`config.mk`:
```
export PLATFORM = sky130hd
export DESIGN_NAME = periph_top
export DESIGN_NICKNAME = d
export VERILOG_FILES = /design/src/soc_bus_pkg.sv /design/src/soc_map_pkg.sv /design/src/periph_bus_if.sv /design/src/bus_decode.sv /design/src/gpio_regs.sv /design/src/clint_timer.sv /design/src/resp_mux.sv /design/src/periph_top.sv
export SDC_FILE = /design/constraint.sdc
export NUM_CORES = 1
export LEC_CHECK = 0
export ABC_CLOCK_PERIOD_IN_PS = 2900
export BUFFER_PORTS_ARGS = -buffer_cell sky130_fd_sc_hd__buf_2
export CAP_MARGIN = 0
export CORE_UTILIZATION = 50
export DETAILED_ROUTE_END_ITERATION = 10
export PLACE_DENSITY = 0.69
export SLEW_MARGIN = 0
export SYNTH_ARGS = -nofsm -noshare
export SYNTH_HDL_FRONTEND = slang
export SYNTH_SLANG_ARGS = --single-unit
```
`constraint.sdc`:
```
create_clock -name i_clk -period 2.9 [get_ports i_clk]
set_clock_uncertainty 0.15 [all_clocks]
set_input_delay 0.29 -clock i_clk [delete_from_list [all_inputs] [get_ports i_clk]]
set_output_delay 0.29 -clock i_clk [all_outputs]
set_load 0.05 [all_outputs]
```
`src/soc_bus_pkg.sv`:
```
// bus address and data types, gpio pin width and machine timer type
package soc_bus_pkg;

  ////////////////////
  // bus widths
  ////////////////////

  localparam int unsigned ADDR_W = 16;
  localparam int unsigned DATA_W = 32;

  // byte address seen on the request channel
  typedef logic [ADDR_W-1:0] addr_t;
  // one register word
  typedef logic [DATA_W-1:0] data_t;

  ////////////////////
  // device widths
  ////////////////////

  // gpio pin count
  localparam int unsigned GPIO_W = 12;
  typedef logic [GPIO_W-1:0] gpio_t;

  // mtime and mtimecmp
  localparam int unsigned MTIME_W = 64;
  typedef logic [MTIME_W-1:0] mtime_t;

endpackage

```
`src/soc_map_pkg.sv`:
```
// peripheral address map, slot enum and register offsets of the gpio and clint slots
package soc_map_pkg;

  ////////////////////
  // slot decode
  ////////////////////

  // upper nibble of the byte address picks the device
  localparam soc_bus_pkg::addr_t SLOT_MASK  = 16'hF000;
  localparam soc_bus_pkg::addr_t GPIO_BASE  = 16'h1000;
  localparam soc_bus_pkg::addr_t CLINT_BASE = 16'h2000;

  // in-slot offset carried with a decoded request
  localparam int unsigned OFS_W = 12;
  typedef logic [OFS_W-1:0] ofs_t;

  // decoded target, SLOT_NONE ends in an error response
  typedef enum logic [1:0] {
    SLOT_NONE  = 2'd0,
    SLOT_GPIO  = 2'd1,
    SLOT_CLINT = 2'd2
  } slot_e;

  ////////////////////
  // register offsets
  ////////////////////

  localparam logic [3:0] GPIO_IN_OFS  = 4'h0;
  localparam logic [3:0] GPIO_OUT_OFS = 4'h4;
  localparam logic [3:0] GPIO_DIR_OFS = 4'h8;
  localparam logic [3:0] GPIO_IRQ_OFS = 4'hC;

  localparam logic [4:0] CLINT_MSIP_OFS     = 5'h00;
  localparam logic [4:0] CLINT_MTIME_LO_OFS = 5'h08;
  localparam logic [4:0] CLINT_MTIME_HI_OFS = 5'h0C;
  localparam logic [4:0] CLINT_CMP_LO_OFS   = 5'h10;
  localparam logic [4:0] CLINT_CMP_HI_OFS   = 5'h14;

endpackage

```
`src/periph_bus_if.sv`:
```
// decoded request bus between the request stage, the devices and the response stage
`timescale 1ns/1ns

interface periph_bus_if
  import soc_bus_pkg::*;
  import soc_map_pkg::*;
();

  // registered request out of bus_decode
  logic  req_valid;
  logic  req_we;
  slot_e req_slot;
  ofs_t  req_ofs;
  data_t req_wdata;

  // request moves into the response register this cycle
  logic  fire;

  // combinational read data of each device
  data_t gpio_rdata;
  data_t clint_rdata;

  modport decode (output req_valid, req_we, req_slot, req_ofs, req_wdata, input fire);

  modport dev_gpio (input req_valid, req_we, req_slot, req_ofs, req_wdata, fire,
                    output gpio_rdata);

  modport dev_clint (input req_valid, req_we, req_slot, req_ofs, req_wdata, fire,
                     output clint_rdata);

  modport result (input req_valid, req_we, req_slot, req_ofs, req_wdata, gpio_rdata,
                  clint_rdata, output fire);

endinterface

```
`src/bus_decode.sv`:
```
// request stage with slot decode and a one-entry request register
`timescale 1ns/1ns

module bus_decode
  import soc_bus_pkg::*;
  import soc_map_pkg::*;
(
  input  logic  i_clk,
  input  logic  i_rst_n,
  input  logic  i_req_valid,
  output logic  o_req_ready,
  input  logic  i_req_we,
  input  addr_t i_req_addr,
  input  data_t i_req_wdata,
  periph_bus_if.decode bus
);

  logic  valid_q;
  logic  we_q;
  slot_e slot_q;
  ofs_t  ofs_q;
  data_t wdata_q;
  slot_e slot_d;
  logic  accept;

  // register is free when empty or when its entry leaves this cycle
  assign o_req_ready = ~valid_q | bus.fire;
  assign accept      = i_req_valid & o_req_ready;

  ////////////////////
  // address decode
  ////////////////////

  always_comb
  begin
    slot_d = SLOT_NONE;
    // compare the upper nibble against each base
    if ((i_req_addr & SLOT_MASK) == GPIO_BASE)
    begin
      slot_d = SLOT_GPIO;
    end
    else if ((i_req_addr & SLOT_MASK) == CLINT_BASE)
    begin
      slot_d = SLOT_CLINT;
    end
  end

  always_ff @(posedge i_clk or negedge i_rst_n)
  begin
    if (!i_rst_n)
    begin
      valid_q <= 1'b0;
    end
    else if (accept)
    begin
      valid_q <= 1'b1;
    end
    else if (bus.fire)
    begin
      valid_q <= 1'b0;
    end
  end

  // payload is only looked at while valid_q is set
  always_ff @(posedge i_clk)
  begin
    if (accept)
    begin
      we_q    <= i_req_we;
      slot_q  <= slot_d;
      ofs_q   <= i_req_addr[OFS_W-1:0];
      wdata_q <= i_req_wdata;
    end
  end

  assign bus.req_valid = valid_q;
  assign bus.req_we    = we_q;
  assign bus.req_slot  = slot_q;
  assign bus.req_ofs   = ofs_q;
  assign bus.req_wdata = wdata_q;

endmodule

```
`src/gpio_regs.sv`:
```
// gpio output and direction registers, input synchronizer and edge interrupt pending bits
`timescale 1ns/1ns

module gpio_regs
  import soc_bus_pkg::*;
  import soc_map_pkg::*;
(
  input  logic  i_clk,
  input  logic  i_rst_n,
  periph_bus_if.dev_gpio bus,
  input  gpio_t i_gpio,
  output gpio_t o_gpio,
  output gpio_t o_gpio_dir,
  output logic  o_irq_gpio
);

  gpio_t out_q;
  gpio_t dir_q;
  gpio_t meta_q;
  gpio_t in_q;
  gpio_t prev_q;
  gpio_t pend_q;
  gpio_t rise;
  gpio_t clr;
  logic  hit;
  logic  wr;

  // offsets above 0xC inside the slot are unused
  assign hit = (bus.req_ofs[OFS_W-1:4] == '0);
  assign wr  = bus.fire & bus.req_we & (bus.req_slot == SLOT_GPIO) & hit;

  ////////////////////
  // pin sampling
  ////////////////////

  // two flops toward i_clk, then one more to spot rising edges
  assign rise = in_q & ~prev_q;
  // write one to clear
  assign clr  = (wr && bus.req_ofs[3:0] == GPIO_IRQ_OFS) ? bus.req_wdata[GPIO_W-1:0] : '0;

  always_ff @(posedge i_clk or negedge i_rst_n)
  begin
    if (!i_rst_n)
    begin
      meta_q <= '0;
      in_q   <= '0;
      prev_q <= '0;
      pend_q <= '0;
      out_q  <= '0;
      dir_q  <= '0;
    end
    else
    begin
      meta_q <= i_gpio;
      in_q   <= meta_q;
      prev_q <= in_q;
      // a new edge wins over a clear in the same cycle
      pend_q <= (pend_q & ~clr) | rise;
      if (wr && bus.req_ofs[3:0] == GPIO_OUT_OFS)
      begin
        out_q <= bus.req_wdata[GPIO_W-1:0];
      end
      if (wr && bus.req_ofs[3:0] == GPIO_DIR_OFS)
      begin
        dir_q <= bus.req_wdata[GPIO_W-1:0];
      end
    end
  end

  ////////////////////
  // read mux
  ////////////////////

  always_comb
  begin
    bus.gpio_rdata = '0;
    if (hit)
    begin
      case (bus.req_ofs[3:0])
        GPIO_IN_OFS:  bus.gpio_rdata = {{(DATA_W-GPIO_W){1'b0}}, in_q};
        GPIO_OUT_OFS: bus.gpio_rdata = {{(DATA_W-GPIO_W){1'b0}}, out_q};
        GPIO_DIR_OFS: bus.gpio_rdata = {{(DATA_W-GPIO_W){1'b0}}, dir_q};
        GPIO_IRQ_OFS: bus.gpio_rdata = {{(DATA_W-GPIO_W){1'b0}}, pend_q};
        default:      bus.gpio_rdata = '0;
      endcase
    end
  end

  assign o_gpio     = out_q;
  assign o_gpio_dir = dir_q;
  assign o_irq_gpio = |pend_q;

endmodule

```
`src/clint_timer.sv`:
```
// machine timer, timer compare, software interrupt bit and registered timer interrupt
`timescale 1ns/1ns

module clint_timer
  import soc_bus_pkg::*;
  import soc_map_pkg::*;
(
  input  logic i_clk,
  input  logic i_rst_n,
  periph_bus_if.dev_clint bus,
  output logic o_msip,
  output logic o_mtip
);

  mtime_t mtime_q;
  mtime_t cmp_q;
  logic   msip_q;
  logic   mtip_q;
  logic   hit;
  logic   wr;

  // register file ends at 0x14, anything past 0x1F is unused
  assign hit = (bus.req_ofs[OFS_W-1:5] == '0);
  assign wr  = bus.fire & bus.req_we & (bus.req_slot == SLOT_CLINT) & hit;

  ////////////////////
  // timer state
  ////////////////////

  always_ff @(posedge i_clk or negedge i_rst_n)
  begin
    if (!i_rst_n)
    begin
      mtime_q <= '0;
      // all ones keeps mtip low until software programs a compare
      cmp_q   <= '1;
      msip_q  <= 1'b0;
      mtip_q  <= 1'b0;
    end
    else
    begin
      // free running, one tick per i_clk
      mtime_q <= mtime_q + 1'b1;
      mtip_q  <= (mtime_q >= cmp_q);
      if (wr && bus.req_ofs[4:0] == CLINT_MSIP_OFS)
      begin
        msip_q <= bus.req_wdata[0];
      end
      // compare is written one half at a time
      if (wr && bus.req_ofs[4:0] == CLINT_CMP_LO_OFS)
      begin
        cmp_q[DATA_W-1:0] <= bus.req_wdata;
      end
      if (wr && bus.req_ofs[4:0] == CLINT_CMP_HI_OFS)
      begin
        cmp_q[MTIME_W-1:DATA_W] <= bus.req_wdata;
      end
    end
  end

  ////////////////////
  // read mux
  ////////////////////

  always_comb
  begin
    bus.clint_rdata = '0;
    if (hit)
    begin
      case (bus.req_ofs[4:0])
        CLINT_MSIP_OFS:     bus.clint_rdata = {{(DATA_W-1){1'b0}}, msip_q};
        CLINT_MTIME_LO_OFS: bus.clint_rdata = mtime_q[DATA_W-1:0];
        CLINT_MTIME_HI_OFS: bus.clint_rdata = mtime_q[MTIME_W-1:DATA_W];
        CLINT_CMP_LO_OFS:   bus.clint_rdata = cmp_q[DATA_W-1:0];
        CLINT_CMP_HI_OFS:   bus.clint_rdata = cmp_q[MTIME_W-1:DATA_W];
        default:            bus.clint_rdata = '0;
      endcase
    end
  end

  assign o_msip = msip_q;
  assign o_mtip = mtip_q;

endmodule

```
`src/resp_mux.sv`:
```
// response stage with read data select, error flag and a held response register
`timescale 1ns/1ns

module resp_mux
  import soc_bus_pkg::*;
  import soc_map_pkg::*;
(
  input  logic  i_clk,
  input  logic  i_rst_n,
  periph_bus_if.result bus,
  output logic  o_rsp_valid,
  input  logic  i_rsp_ready,
  output data_t o_rsp_rdata,
  output logic  o_rsp_err
);

  logic  valid_q;
  data_t rdata_q;
  logic  err_q;
  data_t rdata_d;
  logic  err_d;

  // load when empty or when the master takes the current response
  assign bus.fire = bus.req_valid & (~valid_q | i_rsp_ready);

  ////////////////////
  // slot select
  ////////////////////

  always_comb
  begin
    rdata_d = '0;
    err_d   = 1'b0;
    case (bus.req_slot)
      SLOT_GPIO:  rdata_d = bus.gpio_rdata;
      SLOT_CLINT: rdata_d = bus.clint_rdata;
      // unmapped address
      default:    err_d   = 1'b1;
    endcase
  end

  always_ff @(posedge i_clk or negedge i_rst_n)
  begin
    if (!i_rst_n)
    begin
      valid_q <= 1'b0;
    end
    else if (bus.fire)
    begin
      valid_q <= 1'b1;
    end
    else if (i_rsp_ready)
    begin
      // drained with nothing behind it
      valid_q <= 1'b0;
    end
  end

  // data and error stay put while the master stalls
  always_ff @(posedge i_clk)
  begin
    if (bus.fire)
    begin
      rdata_q <= rdata_d;
      err_q   <= err_d;
    end
  end

  assign o_rsp_valid = valid_q;
  assign o_rsp_rdata = rdata_q;
  assign o_rsp_err   = err_q;

endmodule

```
`src/periph_top.sv`:
```
// peripheral subsystem top with request decode, gpio, clint and response stage
`timescale 1ns/1ns

module periph_top
  import soc_bus_pkg::*;
(
  input  logic  i_clk,
  input  logic  i_rst_n,
  // request channel
  input  logic  i_req_valid,
  output logic  o_req_ready,
  input  logic  i_req_we,
  input  addr_t i_req_addr,
  input  data_t i_req_wdata,
  // response channel
  output logic  o_rsp_valid,
  input  logic  i_rsp_ready,
  output data_t o_rsp_rdata,
  output logic  o_rsp_err,
  // gpio pins and interrupt
  input  gpio_t i_gpio,
  output gpio_t o_gpio,
  output gpio_t o_gpio_dir,
  output logic  o_irq_gpio,
  // clint interrupts
  output logic  o_msip,
  output logic  o_mtip
);

  periph_bus_if bus ();

  ////////////////////
  // decode
  ////////////////////

  bus_decode u_decode (
    .i_clk       (i_clk),
    .i_rst_n     (i_rst_n),
    .i_req_valid (i_req_valid),
    .o_req_ready (o_req_ready),
    .i_req_we    (i_req_we),
    .i_req_addr  (i_req_addr),
    .i_req_wdata (i_req_wdata),
    .bus         (bus.decode)
  );

  ////////////////////
  // devices
  ////////////////////

  gpio_regs u_gpio (
    .i_clk      (i_clk),
    .i_rst_n    (i_rst_n),
    .bus        (bus.dev_gpio),
    .i_gpio     (i_gpio),
    .o_gpio     (o_gpio),
    .o_gpio_dir (o_gpio_dir),
    .o_irq_gpio (o_irq_gpio)
  );

  clint_timer u_clint (
    .i_clk   (i_clk),
    .i_rst_n (i_rst_n),
    .bus     (bus.dev_clint),
    .o_msip  (o_msip),
    .o_mtip  (o_mtip)
  );

  // response register toward the master
  resp_mux u_resp (
    .i_clk       (i_clk),
    .i_rst_n     (i_rst_n),
    .bus         (bus.result),
    .o_rsp_valid (o_rsp_valid),
    .i_rsp_ready (i_rsp_ready),
    .o_rsp_rdata (o_rsp_rdata),
    .o_rsp_err   (o_rsp_err)
  );

endmodule

```
==> flow_summary.json, run 1 <==
{
  "status": "completed",
  "vias": 9004,
  "root_buffer": "clkbuf_16",
  "finalHoldViolCount": 0,
  "syn-cell-area_sq_um": 12900,
  "synthCells": 1079,
  "final_area_sq_um": 15600,
  "synth_edf_count": 80,
  "io_pins": 127,
  "worstSetupPathType": "flip-flop to flip-flop",
  "first_global_vias": 9124,
  "via_per_inst": 5.47,
  "die_h_um": 162,
  "hold-worst-slack_ns": 0.131,
  "path_clk_slew_ns": 0.06,
  "peakVddDrop_mv": 0.556,
  "period_needed_ns": 2.62,
  "rsz0062_at_grt": "false",
  "arrival_ns": 2.84,
  "max_freq_mhz": 382,
  "ys_types": 55,
  "power.density_nw_per_um2": 540,
  "period_share_pct": 90.3,
  "cts_repair_resize_count": 0,
  "fin_nets": 1422,
  "p_leak_nw": 7.44,
  "cts_max_level": 1,
  "yosysWarnings": 0,
  "regToRegEndpoint": "u_resp.o_rsp_rdata[29]",
  "core_area_sq_um": 25200,
  "layoutNonFillerInstCount": 1645,
  "postSynthAreaPerCell_sq_um": 11.9,
  "first_iter_violations": 512,
  "ys_dominant_reg_cell": "dfrtp_1",
  "rrSetupSlack_ns": 0.28,
  "yosysTopAreaCell": "dfrtp_1",
  "post-dp-hpwl_mm": 20.4,
  "worstPathMaxFanout": 31,
  "gp_congestion": 0.896,
  "drive_gt1_share_pct": 24.3,
  "start_util_pct": 51.1,
  "synth.top_cell.area_share_pct": 27.2,
  "setup_viol": 0,
  "finalSetupTns_ns": 0,
  "dieArea_sq_um": 26400,
  "cp-end-kind": "flip-flop",
  "post-route-drc-count": 0,
  "rows": 58,
  "maxSlewHeadroom_pct": 46.9,
  "place_area_sq_um": 14000,
  "dp.cells": 1522,
  "yosysMostFrequentCell": "dfrtp_1",
  "min_path_type": "input pin to asynchronous set/reset pin",
  "cts_buffer_depth": 3,
  "diodes": 0,
  "cp-start-kind": "flip-flop",
  "port_buffers": 126,
  "synthArstFlopShare_pct": 71.8,
  "grt_usage_pct": 23.2,
  "grt_max_degree": 81,
  "wl_per_cell_um": 18.1,
  "cts_buffers": 31,
  "r2r_cells": 5,
  "drv_cap": 0,
  "synth_fp_nets": 1211,
  "totalWireLength_mm": 29.8,
  "drt_pass1_iterations": 7,
  "tightest_slew_ns": 0.796,
  "yosysSeqAreaShare_pct": 59.0,
  "clock_latency_ns": 0.55,
  "synth_area_leaders": "dfrtp_1 (27%), edfxtp_1 (19%), dfstp_2 (13%), ha_1 (6.5%), nand2_1 (3.4%)",
  "area.growth.synth_to_final_pct": 21.4,
  "grt.overflow.total": 0,
  "synth_seq_cells": 284,
  "postRouteAntennaNets": 0,
  "antenna_found_initial": 0,
  "grt_pass1_wl_mm": 47.9,
  "cts.sink_count": 284,
  "regToRegStartpoint": "u_decode.bus.req_ofs[7]",
  "cp_data_required_time_ns": 3.12,
  "final_max_slew_viol_count": 0,
  "die_w_um": 162,
  "cts_tree": "done",
  "netlist_top_cells_count": "dfrtp_1 (140), nand2_1 (118), inv_1 (94), edfxtp_1 (80)"
}
-- cells by family (layout without fill, tap and decap cells) --
group | count (synthesis) | count (layout) | share of synthesized area [%]
AO/OA/AOI/OAI | 225 | 225 | 11.1
XOR/XNOR | 62 | 62 | 4.22
adder cells (fa/ha/maj) | 67 | 67 | 6.51
buffers and inverters | 134 | 370 | 4.05
flip-flops | 284 | 284 | 59.0
multiplexers | 39 | 39 | 4.46
AND/OR/NAND/NOR | 268 | 268 | 10.6
-- layout make-up --
type	instances	area [sq um]
multi-input cells	661	4780
clock inverters	15	97.6
repair buffers	218	1540
inverters	94	353
clock buffers	43	851
well taps	330	413
fillers	2002	9560
flip-flops and latches	284	7590
-- report_power, final --
group / total (W) / internal (W) / switching, W / leakage (nW)
registers: 0.00430 / 0.00424 / 0.0000625 / 3.25
clock network: 0.00367 / 0.00212 / 0.00155 / 0.472
logic: 0.000466 / 0.000172 / 0.000295 / 3.72
total: 0.00844 / 0.00654 / 0.00190 / 7.44
-- metal layers --
metal  track usage [%]  wire (um)  up-vias
li1                  -          -     4290
met4              7.29        901        0
met1              31.4      13100     4419
met2              38.6      14300      232
met3              3.16       1380       63
met5                 0          0        -
-- metrics by stage --
| stage | util, % | power [W] | setup WS, ns |
|---|---|---|---|
| after global placement | 55.7 | 0.00478 | 0.390 |
| after CTS | 62.0 | 0.00853 | 0.284 |
| after detailed placement | 55.7 | 0.00478 | 0.313 |
| final | 62.0 | 0.00844 | 0.281 |
| after floorplan | - | 0.00457 | 0.0164 |
| after global routing | 62.0 | 0.00870 | 0.168 |
-- registers in the layout (all words and copies together), names as in the netlist, 32 cells and up --
signal                  cells
u_clint.mtime_q            64
u_decode.bus.req_wdata     32
u_resp.o_rsp_rdata         32
u_clint.cmp_q              64
-- how the worst max path moves through the flow --
| stage | to | depth (start not counted) | start | slack, ns |
|---|---|---|---|---|
| floorplan | u_decode.bus.req_ofs[0] | 2 | u_resp.o_rsp_valid | 0.02 |
| global placement | u_clint.o_mtip | 8 | u_clint.cmp_q[7] | 0.39 |
| detailed placement | u_resp.o_rsp_rdata[5] | 5 | u_decode.bus.req_ofs[7] | 0.31 |
| CTS | u_resp.o_rsp_rdata[7] | 5 | u_decode.bus.req_ofs[7] | 0.28 |
| global route | u_clint.mtime_q[58] | 8 | u_clint.mtime_q[1] | 0.17 |
| finish | u_resp.o_rsp_rdata[29] | 5 | u_decode.bus.req_ofs[7] | 0.28 |
-- timing repair --
item / 4_1_cts / 5_1_grt
endpoints found under the setup margin: 0 / 0
hold endpoints to repair: 116 / 0
hold buffers: 65 / 0
buffers inserted: 0 / 0
-- critical path, stage by stage, from the launching register on --
cell,delay [ns]
edfxtp_1,0.35
nor4_1,0.37
nand3_1,0.15
or4_1,0.52
or2_2,0.60
a21oi_1,0.29
-- layout by cell type, fill, tap and decap left out, drive strengths merged, types with 2 or more instances in the layout --
cell type	instances
mux4	12
o22ai	13
nor3	10
ha	67
o211ai	2
nand4	29
nand2b	6
and4	6
nor2	24
and3	13
buf	152
or2	5
dfrtp	140
xnor2	45
a221oi	13
mux2	27
o21ai	71
inv	95
dfstp	64
nor4	11
edfxtp	80
nand2	118
a21o	12
dlygate4sd3	65
nor2b	3
clkinv	13
a22o	23
a22oi	40
or3	3
a21oi	45
clkbuf	44
and2	6
nor4b	2
xor2	17
nand3	28
No activity file was read; power rests on OpenSTA's default activity.
==> run 2: changes to the inputs <==
- CORE_ASPECT_RATIO: not set -> 1.5
- PLACE_DENSITY: 0.69 -> 0.75
==> flow_summary.json, run 2 (same netlist as run 1, synthesis figures left out) <==
{
  "status": "completed",
  "port_buffers": 126,
  "final_max_slew_viol_count": 0,
  "dieArea_sq_um": 26400,
  "first_iter_violations": 507,
  "peakVddDrop_mv": 0.546,
  "switchingPower_w": 0.00187,
  "final_common_cell": "dfrtp_1",
  "seqPwrFrac_pct": 51.7,
  "worstSetupPathType": "flip-flop to flip-flop",
  "core_area_sq_um": 25100,
  "path_cells": "nor4_1 > nand3_1 > or4_1 > or2_2 > o22ai_1",
  "finalHoldViolCount": 0,
  "io_pins": 127,
  "period_needed_ns": 2.63,
  "cts_repair_resize_count": 0,
  "cp-startpoint": "u_decode.bus.req_ofs[7]",
  "diodes": 0,
  "cts.sink_count": 284,
  "drive_gt1_share_pct": 24.4,
  "wl_per_cell_um": 19.0,
  "via_per_inst": 5.59,
  "die_w_um": 133,
  "grt_usage_pct": 24.5,
  "max_freq_mhz": 380,
  "r2r_cells": 5,
  "power_frac_comb_pct": 5.6,
  "rows": 71,
  "cts_buffer_depth": 3,
  "rsz0062_at_grt": "false",
  "p_int_w": 0.00645,
  "gp_congestion": 0.867,
  "setup_viol": 0,
  "area.growth.synth_to_final_pct": 20.9,
  "p_leak_nw": 7.41,
  "worstPathMaxFanout": 31,
  "postRouteAntennaNets": 0,
  "grt_max_degree": 78,
  "p_sw_share_pct": 22.5,
  "hold-worst-slack_ns": 0.194,
  "antenna_found_initial": 0,
  "drv_cap": 0,
  "start_util_pct": 51.2,
  "clock_latency_ns": 0.54,
  "regToRegEndpoint": "u_resp.o_rsp_rdata[9]",
  "reg_top3": "u_clint.cmp_q (64), u_clint.mtime_q (64)",
  "grt.overflow.total": 0,
  "fillers": 1989,
  "cp_data_required_time_ns": 3.13,
  "cp-end-kind": "flip-flop",
  "min_path_type": "flip-flop to flip-flop",
  "maxSlewHeadroom_pct": 49.6,
  "tightest_slew_ns": 0.756,
  "mostFrequentLayoutCells": "dfrtp_1 (140), buf_2 (125), nand2_1 (118), inv_1 (94), edfxtp_1 (80)",
  "cts_tree": "done",
  "period_share_pct": 90.8,
  "cts_buffers": 27,
  "root_buffer": "clkbuf_16",
  "finalSetupTns_ns": 0,
  "cts_max_level": 1,
  "rrSetupSlack_ns": 0.27,
  "power.density_nw_per_um2": 535,
  "worstSetupEndpoint": "u_resp.o_rsp_rdata[9]",
  "post-route-drc-count": 0,
  "slowest_delay_ns": 0.59,
  "fin_nets": 1419,
  "crit_slowest_cell": "or2_2",
  "drt_pass1_iterations": 5,
  "first_global_vias": 9571,
  "totalWireLength_mm": 31.0,
  "path_clk_slew_ns": 0.06,
  "die_h_um": 198,
  "regToRegStartpoint": "u_decode.bus.req_ofs[7]",
  "grt_pass1_wl_mm": 50.1,
  "post-dp-hpwl_mm": 21.6,
  "arrival_ns": 2.86,
  "vias": 9141,
  "p_clk_share_pct": 42.7,
  "cp-start-kind": "flip-flop"
}
-- run 2: area by class of cell --
| class | count | area, sq um | share of cell area [%] |
|---|---|---|---|
| Sequential cell | 284 | 7590 | 48.8 |
| Timing Repair Buffer | 219 | 1540 | 9.88 |
| Clock buffer | 33 | 719 | 4.62 |
| Tap cell | 328 | 410 | 2.64 |
| Clock inverter | 17 | 169 | 1.09 |
| Inverter | 94 | 353 | 2.27 |
| Multi-Input combinational cell | 661 | 4780 | 30.7 |
-- run 2: power groups by stage --
stage	registers (W)	logic, W	clock network [W]
2_1_floorplan	0.00445	0.000117	0
3_3_place_gp	0.00437	0.000399	0
3_5_place_dp	0.00438	0.000406	0
4_1_cts	0.00430	0.000474	0.00361
5_1_grt	0.00431	0.000509	0.00377
6_report	0.00430	0.000469	0.00355
-- run 2: timing repair --
item                                   4_1_cts  5_1_grt
setup buffers                                0        0
hold buffers                                65        0
endpoints found under the hold margin      109        0
-- run 2: worst min-delay path by stage --
stage	startpoint	to	cells past startpoint
final	u_gpio.meta_q[6]	u_gpio.in_q[6]	0
after CTS	u_gpio.meta_q[6]	u_gpio.in_q[6]	0
after floorplan	i_rst_n	u_clint.mtime_q[0]	0
after global routing	u_gpio.meta_q[7]	u_gpio.in_q[7]	0
after detailed placement	u_gpio.meta_q[1]	u_gpio.in_q[1]	0
after global placement	u_gpio.meta_q[4]	u_gpio.in_q[4]	0
-- run 2: through the flow --
step / util, % / cells / worst slack (ns) / power, W / instance area [sq um]
floorplan: - / 1079 / 0.0164 / 0.00457 / 12900
global placement: 55.8 / 1521 / 0.394 / 0.00477 / 14000
detailed placement: 55.8 / 1521 / 0.271 / 0.00478 / 14000
CTS: 61.9 / 1636 / 0.263 / 0.00839 / 15600
global route: 61.9 / 1636 / 0.0390 / 0.00859 / 15600
finish: 61.9 / 1636 / 0.267 / 0.00832 / 15600
-- run 2: metal layers --
layer / routed length [um] / global-route usage, % / part of all wire (%) / up-vias
met1: 11700 / 27.8 / 38 / 4523
met4: 1230 / 10.5 / 4.0 / 0
met5: 0 / 0 / 0 / -
met3: 1440 / 3.72 / 4.6 / 76
li1: - / - / - / 4283
met2: 16700 / 45.6 / 54 / 259
-- run 2: critical path, delay by kind of cell (launching register included) --
family	cells	cell delay (ns)
and+or+nand+nor	4	1.65
DFF	1	0.38
AOI/OAI and AO/OA	1	0.30
